**src/conv_ctrl_pkg.sv**
```systemverilog
package conv_ctrl_pkg;

    // data and address widths
    typedef logic [7:0] pixel_t;
    typedef logic [5:0] mem_addr_t;

    typedef struct packed {
        mem_addr_t addr;
        pixel_t    wdata;
        logic      we;
    } mem_req_t;

    localparam int IMAGE_SIZE         = 4;
    localparam int KERNEL_SIZE        = 3;
    localparam int OPERAND_COUNT      = 25;
    localparam int ENGINE_COUNT       = 3;
    localparam int RESULTS_PER_ENGINE = 4;

    // operand registers, row-major
    typedef pixel_t [IMAGE_SIZE-1:0][IMAGE_SIZE-1:0]   image_t;
    typedef pixel_t [KERNEL_SIZE-1:0][KERNEL_SIZE-1:0] kernel_t;

    typedef struct packed {
        logic   result_valid;
        logic   done;
        pixel_t result;
    } engine_rsp_t;

    localparam int ENG_PE = 0;
    localparam int ENG_SA = 1;
    localparam int ENG_CT = 2;

    // parked address when the RAM is not accessed
    localparam mem_addr_t MEM_IDLE_ADDR = 6'd25;

    localparam mem_addr_t RESULT_BASE [ENGINE_COUNT] = '{6'd32, 6'd37, 6'd42};

    // image at 0..15, kernel at 16..24
    localparam pixel_t OPERAND_TABLE [OPERAND_COUNT] = '{
        8'd233, 8'd123, 8'd12,  8'd3,
        8'd5,   8'd2,   8'd3,   8'd3,
        8'd9,   8'd255, 8'd1,   8'd12,
        8'd13,  8'd64,  8'd55,  8'd27,
        8'd13,  8'd2,   8'd3,
        8'd2,   8'd1,   8'd50,
        8'd51,  8'd52,  8'd1
    };

    // sa hands its results back as c21, c11, c22, c12
    localparam mem_addr_t SLOT_ORDER [ENGINE_COUNT][RESULTS_PER_ENGINE] = '{
        '{6'd0, 6'd1, 6'd2, 6'd3},
        '{6'd2, 6'd0, 6'd3, 6'd1},
        '{6'd0, 6'd1, 6'd2, 6'd3}
    };

endpackage

```
**src/conv_ctrl_top.sv**
```systemverilog
module conv_ctrl_top (
    input  logic                                    clk,
    input  logic                                    reset,
    input  logic                                    start,
    input  conv_ctrl_pkg::pixel_t                   q,
    input  conv_ctrl_pkg::engine_rsp_t              engine_rsp [conv_ctrl_pkg::ENGINE_COUNT],
    output conv_ctrl_pkg::mem_req_t                 mem,
    output conv_ctrl_pkg::image_t                   image,
    output conv_ctrl_pkg::kernel_t                  kernel,
    output logic [conv_ctrl_pkg::ENGINE_COUNT-1:0]  engine_start,
    output logic                                    all_done
);

    conv_ctrl_pkg::mem_req_t loader_mem;
    logic                    operands_ready;

    // writes and reads back the operands
    operand_store operand_store_i (
        .clk            (clk),
        .reset          (reset),
        .start          (start),
        .q              (q),
        .loader_mem     (loader_mem),
        .image          (image),
        .kernel         (kernel),
        .operands_ready (operands_ready)
    );

    // runs pe, sa and ct and stores their results
    engine_sequencer engine_sequencer_i (
        .clk            (clk),
        .reset          (reset),
        .operands_ready (operands_ready),
        .loader_mem     (loader_mem),
        .engine_rsp     (engine_rsp),
        .engine_start   (engine_start),
        .mem            (mem),
        .all_done       (all_done)
    );

endmodule

```
**src/engine_sequencer.sv**
```systemverilog
module engine_sequencer (
    input  logic                                    clk,
    input  logic                                    reset,
    input  logic                                    operands_ready,
    input  conv_ctrl_pkg::mem_req_t                 loader_mem,
    input  conv_ctrl_pkg::engine_rsp_t              engine_rsp [conv_ctrl_pkg::ENGINE_COUNT],
    output logic [conv_ctrl_pkg::ENGINE_COUNT-1:0]  engine_start,
    output conv_ctrl_pkg::mem_req_t                 mem,
    output logic                                    all_done
);

    typedef enum logic [2:0] {
        SEQ_IDLE,
        SEQ_STARTING,
        SEQ_COLLECTING,
        SEQ_AWAIT_DONE,
        SEQ_DONE
    } seq_phase_t;

    typedef logic [$clog2(conv_ctrl_pkg::ENGINE_COUNT)-1:0]       engine_idx_t;
    typedef logic [$clog2(conv_ctrl_pkg::RESULTS_PER_ENGINE)-1:0] result_idx_t;

    seq_phase_t                 phase;
    engine_idx_t                eng;
    result_idx_t                result_cnt;
    conv_ctrl_pkg::engine_rsp_t active_rsp;
    logic                       last_result;
    logic                       last_engine;
    logic                       result_write;

    // strobes of inactive engines never reach the FSM
    assign active_rsp   = engine_rsp[eng];
    assign last_result  = (result_cnt == result_idx_t'(conv_ctrl_pkg::RESULTS_PER_ENGINE - 1));
    assign last_engine  = (eng == engine_idx_t'(conv_ctrl_pkg::ENG_CT));
    assign result_write = (phase == SEQ_COLLECTING) && active_rsp.result_valid;

    always_ff @(posedge clk or posedge reset) begin
        if (reset) begin
            phase      <= SEQ_IDLE;
            eng        <= engine_idx_t'(conv_ctrl_pkg::ENG_PE);
            result_cnt <= '0;
        end else begin
            case (phase)
                SEQ_IDLE: begin
                    if (operands_ready) begin
                        phase <= SEQ_STARTING;
                        eng   <= engine_idx_t'(conv_ctrl_pkg::ENG_PE);
                    end
                end
                SEQ_STARTING: begin
                    phase      <= SEQ_COLLECTING;
                    result_cnt <= '0;
                end
                SEQ_COLLECTING: begin
                    if (active_rsp.result_valid) begin
                        result_cnt <= result_cnt + 1'b1;
                        if (last_result) begin
                            phase <= SEQ_AWAIT_DONE;
                        end
                    end
                end
                SEQ_AWAIT_DONE: begin
                    if (active_rsp.done) begin
                        if (last_engine) begin
                            phase <= SEQ_DONE;
                        end else begin
                            eng   <= eng + 1'b1;
                            phase <= SEQ_STARTING;
                        end
                    end
                end
                SEQ_DONE: begin
                    // held until reset
                    phase <= SEQ_DONE;
                end
                default: begin
                    phase <= SEQ_IDLE;
                end
            endcase
        end
    end

    always_comb begin
        engine_start = '0;
        if (phase == SEQ_STARTING) begin
            engine_start[eng] = 1'b1;
        end
    end

    assign all_done = (phase == SEQ_DONE);

    // RAM port belongs to the operand store until the engines run
    always_comb begin
        if (phase == SEQ_IDLE) begin
            mem = loader_mem;
        end else begin
            mem.addr  = conv_ctrl_pkg::MEM_IDLE_ADDR;
            mem.wdata = '0;
            mem.we    = 1'b0;
            if (result_write) begin
                mem.addr  = conv_ctrl_pkg::RESULT_BASE[eng] +
                            conv_ctrl_pkg::SLOT_ORDER[eng][result_cnt];
                mem.wdata = active_rsp.result;
                mem.we    = 1'b1;
            end
        end
    end

    // a start pulse must select exactly one existing engine
    a_start_onehot: assert property (
        @(posedge clk) disable iff (reset)
        (phase == SEQ_STARTING) |-> $onehot(engine_start)
    ) else $error("engine start not one-hot while starting: %b", engine_start);

    a_result_in_result_area: assert property (
        @(posedge clk) disable iff (reset)
        (phase != SEQ_IDLE && mem.we) |->
            (mem.addr >= conv_ctrl_pkg::RESULT_BASE[conv_ctrl_pkg::ENG_PE])
    ) else $error("result write below result area at addr %0d", mem.addr);

endmodule

```
**src/operand_store.sv**
```systemverilog
module operand_store (
    input  logic                    clk,
    input  logic                    reset,
    input  logic                    start,
    input  conv_ctrl_pkg::pixel_t   q,
    output conv_ctrl_pkg::mem_req_t loader_mem,
    output conv_ctrl_pkg::image_t   image,
    output conv_ctrl_pkg::kernel_t  kernel,
    output logic                    operands_ready
);

    typedef enum logic [1:0] {
        PH_IDLE,
        PH_WRITE,
        PH_LOAD,
        PH_FINISHED
    } phase_t;

    typedef logic [$clog2(conv_ctrl_pkg::OPERAND_COUNT)-1:0] operand_idx_t;

    phase_t       phase;
    operand_idx_t idx;
    operand_idx_t kernel_idx;
    logic         capture;
    logic         last_operand;
    logic         in_image;

    assign last_operand = (idx == operand_idx_t'(conv_ctrl_pkg::OPERAND_COUNT - 1));
    assign in_image     = (idx < operand_idx_t'(conv_ctrl_pkg::IMAGE_SIZE *
                                                conv_ctrl_pkg::IMAGE_SIZE));
    // kernel words follow the image words
    assign kernel_idx   = idx - operand_idx_t'(conv_ctrl_pkg::IMAGE_SIZE *
                                               conv_ctrl_pkg::IMAGE_SIZE);

    always_ff @(posedge clk or posedge reset) begin
        if (reset) begin
            phase          <= PH_IDLE;
            idx            <= '0;
            capture        <= 1'b0;
            operands_ready <= 1'b0;
        end else begin
            operands_ready <= 1'b0;
            case (phase)
                PH_IDLE: begin
                    if (start) begin
                        phase <= PH_WRITE;
                        idx   <= '0;
                    end
                end
                PH_WRITE: begin
                    if (last_operand) begin
                        phase   <= PH_LOAD;
                        idx     <= '0;
                        capture <= 1'b0;
                    end else begin
                        idx <= idx + 1'b1;
                    end
                end
                PH_LOAD: begin
                    // read cycle, then capture cycle
                    capture <= ~capture;
                    if (capture) begin
                        if (last_operand) begin
                            phase          <= PH_FINISHED;
                            operands_ready <= 1'b1;
                        end else begin
                            idx <= idx + 1'b1;
                        end
                    end
                end
                PH_FINISHED: begin
                    // one run per reset
                    phase <= PH_FINISHED;
                end
                default: begin
                    phase <= PH_IDLE;
                end
            endcase
        end
    end

    always_comb begin
        loader_mem.addr  = conv_ctrl_pkg::MEM_IDLE_ADDR;
        loader_mem.wdata = '0;
        loader_mem.we    = 1'b0;
        case (phase)
            PH_WRITE: begin
                loader_mem.addr  = conv_ctrl_pkg::mem_addr_t'(idx);
                loader_mem.wdata = conv_ctrl_pkg::OPERAND_TABLE[idx];
                loader_mem.we    = 1'b1;
            end
            PH_LOAD: begin
                if (!capture) begin
                    loader_mem.addr = conv_ctrl_pkg::mem_addr_t'(idx);
                end
            end
            default: begin
                loader_mem.we = 1'b0;
            end
        endcase
    end

    // q holds the word read in the previous cycle
    always_ff @(posedge clk) begin
        if (phase == PH_LOAD && capture) begin
            if (in_image) begin
                image[idx / conv_ctrl_pkg::IMAGE_SIZE][idx % conv_ctrl_pkg::IMAGE_SIZE] <= q;
            end else begin
                kernel[kernel_idx / conv_ctrl_pkg::KERNEL_SIZE]
                      [kernel_idx % conv_ctrl_pkg::KERNEL_SIZE] <= q;
            end
        end
    end

    a_write_in_operand_area: assert property (
        @(posedge clk) disable iff (reset)
        loader_mem.we |-> (loader_mem.addr < conv_ctrl_pkg::OPERAND_COUNT)
    ) else $error("operand write outside operand area at addr %0d", loader_mem.addr);

endmodule

```
**config.mk**
```make
export PLATFORM = sky130hd
export DESIGN_NAME = conv_ctrl_top
export DESIGN_NICKNAME = d
export VERILOG_FILES = /design/src/conv_ctrl_pkg.sv /design/src/conv_ctrl_top.sv /design/src/engine_sequencer.sv /design/src/operand_store.sv
export SDC_FILE = /design/constraint.sdc
export NUM_CORES = 1
export LEC_CHECK = 0
export ABC_AREA = 0
export BUFFER_PORTS_ARGS = -buffer_cell sky130_fd_sc_hd__buf_2
export CAP_MARGIN = 30
export CORE_MARGIN = 5
export CORE_UTILIZATION = 46
export CTS_CLUSTER_SIZE = 30
export DETAILED_ROUTE_END_ITERATION = 12
export MAX_ROUTING_LAYER = met4
export PLACE_DENSITY = 0.76
export SYNTH_ARGS = -nofsm -noshare
export SYNTH_HDL_FRONTEND = slang
export SYNTH_SLANG_ARGS = --single-unit
```
**constraint.sdc**
```tcl
create_clock -name clk -period 4.28 [get_ports clk]
set_input_delay 0.428 -clock clk [delete_from_list [all_inputs] [get_ports clk]]
set_output_delay 0.428 -clock clk [all_outputs]
set_load 0.005 [all_outputs]
```
==> flow_metrics.env <==
export IMPL_firstDrtPassIters=8
export IMPL_reg2reg_slack_ns=0.32
export IMPL_cp_depth=17
export IMPL_cts_hold_buffers=0
export IMPL_crit_top_cell="sky130_fd_sc_hd__ha_1"
export IMPL_multiInputGateArea_sq_mm=0.001789
export IMPL_wire_length_of_the_first_global_routing_pass_um=30420
export IMPL_cts_reportedPaths_clkPinSlew_ns=0.06
export IMPL_post_drt_via_cell_ratio=5.370
export IMPL_die_height_um=144.2
export IMPL_yosysUniqueCellTypes=53
export IMPL_timing_critical_path_max_delay_family="compound AO/OA/AOI/OAI gates"
export IMPL_globalRouteTotalUtil_pct=19.72
export IMPL_critPathSlowestCell="sky130_fd_sc_hd__dfrtp_1"
export IMPL_detailedRoute_firstIterationViolations=422
export IMPL_cts_sinks=216
export IMPL_max_slew_violation_count=0
export IMPL_total_core_area_sq_mm=0.01784
export IMPL_cp_data_arrival_time_ns=4.14
export IMPL_synth_main_ff_cell="sky130_fd_sc_hd__edfxtp_1"
export IMPL_place_area_sq_mm=0.009978
export IMPL_rows=49
export IMPL_synth_seq_area_share_pct=77.34
export IMPL_synthXorXnorAreaFrac_pct=0.3172
export IMPL_nNetsFinal=864
export IMPL_clkLatencyLatePin_ns=0.48
export IMPL_cellPowerDensity_mw_per_mm2=506.6
export IMPL_finalCriticalPeriod_ns=3.958
export IMPL_worst_r2r_startpoint="operand_store_i.idx[4]"
export IMPL_buffer_ports_inserted=259
export IMPL_cts_buffer_depth=3
export IMPL_critical_path_cell_by_cell="inv_1 > ha_1 > nand3b_1 > a21oi_2 > or2_1 > inv_1 > ha_1 > a221oi_4 > o21a_1 > xnor2_1 > ha_1 > a21oi_1 > and3_1 > o21a_1 > nand2_2 > nor4_1 > buf_4"
export IMPL_wire_per_inst_um=20.48
export IMPL_synth_seq_cells=216
export IMPL_leakage_nw=4.112
export IMPL_antenna_found_initial=0
export IMPL_reg2regPathDepth=17
export IMPL_area_growth_syn_to_layout_pct=28.38
export IMPL_cts_root_buf="sky130_fd_sc_hd__clkbuf_16"
export IMPL_wirelength_um=21280
export IMPL_antenna_left=0
export IMPL_detailroute_via_count=5579
export IMPL_timing_max_slew_rel_slack_pct=48.76
export IMPL_asyncSetResetFlopFracSynth_pct=7.407
export IMPL_synthSimpleGateAreaFrac_pct=7.477
export IMPL_critical_path_endpoint_type="flip-flop"
export IMPL_maxClockFrequency_mhz=252.7
export IMPL_drv_max_cap_violation_count=0
export IMPL_grt_start_max_net_pins=32
export IMPL_layout_common_cells="sky130_fd_sc_hd__buf_2, sky130_fd_sc_hd__edfxtp_1, sky130_fd_sc_hd__nor2_1, sky130_fd_sc_hd__nand2_1, sky130_fd_sc_hd__ha_1"
export IMPL_ioPinCount=260
export IMPL_synth_adder_area_share_pct=3.867
export IMPL_mappedNetlistArea_sq_mm=0.008283
export IMPL_post_route_drc=0
export IMPL_syn_avg_cell_area_sq_um=16.08
export IMPL_tritoncts_num_buffers=21
export IMPL_synth_cells=515
export IMPL_ir_worst_vdd_v=0.0003823
export IMPL_fillers=1360
export IMPL_layout_drive_gt1_share_pct=39.14
export IMPL_post_synthesis_compound_gate_area_fraction_pct=7.644
export IMPL_antenna_cells_inserted=0
export IMPL_critical_path_buffer_and_inverter_count=3
export IMPL_gpl_final_weighted_congestion=0.9024
export IMPL_rsz0062_at_grt="false"
export IMPL_die_w_um=144.2
export IMPL_sequential_cell_area_sq_mm=0.006406
export IMPL_finalCritPeriodShare_pct=92.47
export IMPL_fin_skew_ns=0.01045
export IMPL_setup_viol_count_final=0
export IMPL_overflow=0
export IMPL_fin_tns_setup_ns=0
export IMPL_vias_in_the_first_global_route=5288
export IMPL_start_util_pct=46.43
export IMPL_crit_start="operand_store_i.idx[4]"
export IMPL_cp_required_ns=4.47
export IMPL_worst_setup_path_endpoint="operand_store_i.kernel[65]"
export IMPL_die_area_sq_mm=0.02079
export IMPL_synth_enable_flop_cells=200
export IMPL_syn_num_nets=581
export IMPL_final_hold_violating_endpoints=0
export IMPL_synth_yosys_warnings=0
export IMPL_worst_pin_slew_ns=0.7657
export IMPL_regToRegEndpoint="operand_store_i.kernel[65]"
export IMPL_synth_top_family_by_area="compound AO/OA/AOI/OAI gates"
export IMPL_worst_path_largest_cell_delay_ns=0.37
export IMPL_status="completed"
export IMPL_hold_class="input pin to asynchronous set/reset pin"
export IMPL_cts_tree="done"
export IMPL_post_dp_hpwl_um=14800
export IMPL_h_tree_depth=1
export IMPL_yosys_mux_area_fraction_pct=1.692
export IMPL_cp_max_fo=8
export IMPL_timing_setup_critical_path_class="flip-flop to flip-flop"
export IMPL_commonest_non_fill_non_tap_cell_in_the_layout="sky130_fd_sc_hd__buf_2"
export IMPL_post_route_standard_cell_area_excluding_fillers_sq_mm=0.01063
export IMPL_critical_path_startpoint_type="flip-flop"
stage by stage:
stage	power, W	instances	worst slack [ns]	util [%]	hold slack [ns]
floorplan	0.003278	515	-0.1484	-	0.3417
global placement	0.003660	1003	0.3430	55.93	0.5281
detailed placement	0.003680	1003	0.1845	55.93	0.5381
CTS	0.005399	1038	0.1798	59.53	0.05300
global route	0.005650	1039	0.03530	59.60	0.1111
finish	0.005387	1039	0.3222	59.60	0.05337
worst reg2reg max path, cell delays in order (launching register included):
cell and delay [ns]:
sky130_fd_sc_hd__dfrtp_1 0.37, sky130_fd_sc_hd__inv_1 0.15, sky130_fd_sc_hd__ha_1 0.28, sky130_fd_sc_hd__nand3b_1 0.27, sky130_fd_sc_hd__a21oi_2 0.24, sky130_fd_sc_hd__or2_1 0.16, sky130_fd_sc_hd__inv_1 0.05, sky130_fd_sc_hd__ha_1 0.24
sky130_fd_sc_hd__a221oi_4 0.29, sky130_fd_sc_hd__o21a_1 0.20, sky130_fd_sc_hd__xnor2_1 0.07, sky130_fd_sc_hd__ha_1 0.23, sky130_fd_sc_hd__a21oi_1 0.12, sky130_fd_sc_hd__and3_1 0.17, sky130_fd_sc_hd__o21a_1 0.19, sky130_fd_sc_hd__nand2_2 0.16
sky130_fd_sc_hd__nor4_1 0.27, sky130_fd_sc_hd__buf_4 0.21
registers in the layout (all words and copies together) (netlist names):
signal / flops
operand_store_i.image: 128
operand_store_i.kernel: 72
operand_store_i.idx: 5
engine_sequencer_i.phase: 3
engine_sequencer_i.eng: 2
engine_sequencer_i.result_cnt: 2
operand_store_i.phase: 2
operand_store_i.capture: 1
operand_store_i.operands_ready: 1
synth_stat cells, types with 4 or more instances:
master | n | area share, %
sky130_fd_sc_hd__a21oi_1 | 23 | 1.4
sky130_fd_sc_hd__a31oi_1 | 4 | 0.30
sky130_fd_sc_hd__and2_1 | 6 | 0.45
sky130_fd_sc_hd__clkbuf_1 | 14 | 0.63
sky130_fd_sc_hd__dfrtp_1 | 16 | 4.8
sky130_fd_sc_hd__edfxtp_1 | 200 | 73
sky130_fd_sc_hd__ha_1 | 24 | 3.6
sky130_fd_sc_hd__inv_1 | 17 | 0.77
sky130_fd_sc_hd__mux2i_1 | 14 | 1.7
sky130_fd_sc_hd__nand2_1 | 30 | 1.4
sky130_fd_sc_hd__nand2b_1 | 7 | 0.53
sky130_fd_sc_hd__nand3_1 | 6 | 0.36
sky130_fd_sc_hd__nor2_1 | 37 | 1.7
sky130_fd_sc_hd__nor2b_1 | 9 | 0.68
sky130_fd_sc_hd__nor3_1 | 6 | 0.36
sky130_fd_sc_hd__nor4_1 | 8 | 0.60
sky130_fd_sc_hd__o211ai_1 | 4 | 0.36
sky130_fd_sc_hd__o21ai_0 | 23 | 1.4
sky130_fd_sc_hd__o22ai_1 | 8 | 0.60
per-layer routing:
| layer | track usage [%] | up-vias | part of all wire (%) |
|---|---|---|---|
| met3 | 3.208 | 39 | 10 |
| met4 | 5.204 | 0 | 2.4 |
| met1 | 26.51 | 2667 | 40 |
| met2 | 31.72 | 356 | 47 |
| met5 | - | - | 0 |
| li1 | - | 2517 | - |
power breakdown:
group	leakage, nW	switching, W	total, W	internal, W
registers	2.01	0.000133	0.00251	0.00238
clock network	0.307	0.000709	0.00173	0.00102
logic	1.80	0.000670	0.00114	0.000475
worst min-delay path by stage:
stage | cells past startpoint | from | slack [ns] | to
final | 2 | reset | 0.05 | operand_store_i.operands_ready
after global routing | 2 | reset | 0.11 | engine_sequencer_i.result_cnt[1]
after CTS | 2 | reset | 0.05 | engine_sequencer_i.result_cnt[1]
after detailed placement | 2 | operand_store_i.phase[1] | 0.54 | operand_store_i.phase[1]
after global placement | 2 | operand_store_i.phase[1] | 0.53 | operand_store_i.phase[1]
after floorplan | 1 | reset | 0.34 | engine_sequencer_i.eng[0]
final cells by class:
type | count | share of cell area [%]
Timing Repair Buffer | 279 | 13.60
Inverter | 17 | 0.6001
Tap cell | 229 | 2.694
Clock buffer | 27 | 5.154
Sequential cell | 216 | 60.24
Multi-Input combinational cell | 263 | 16.83
Clock inverter | 8 | 0.8825
kinds of logic (layout without fill, tap and decap cells):
group,Yosys count,in the layout
flip-flops,216,216
AND/OR/NAND/NOR,125,125
AO/OA/AOI/OAI,96,96
buffers and inverters,36,331
adder cells (fa/ha/maj),25,25
multiplexers,14,14
XOR/XNOR,3,3
repair_timing:
action                     4_1_cts  5_1_grt
setup buffers                    0        1
resized for setup                0        2
setup endpoints to repair        0       72
Note: power is estimated with default switching activity, not from simulation.
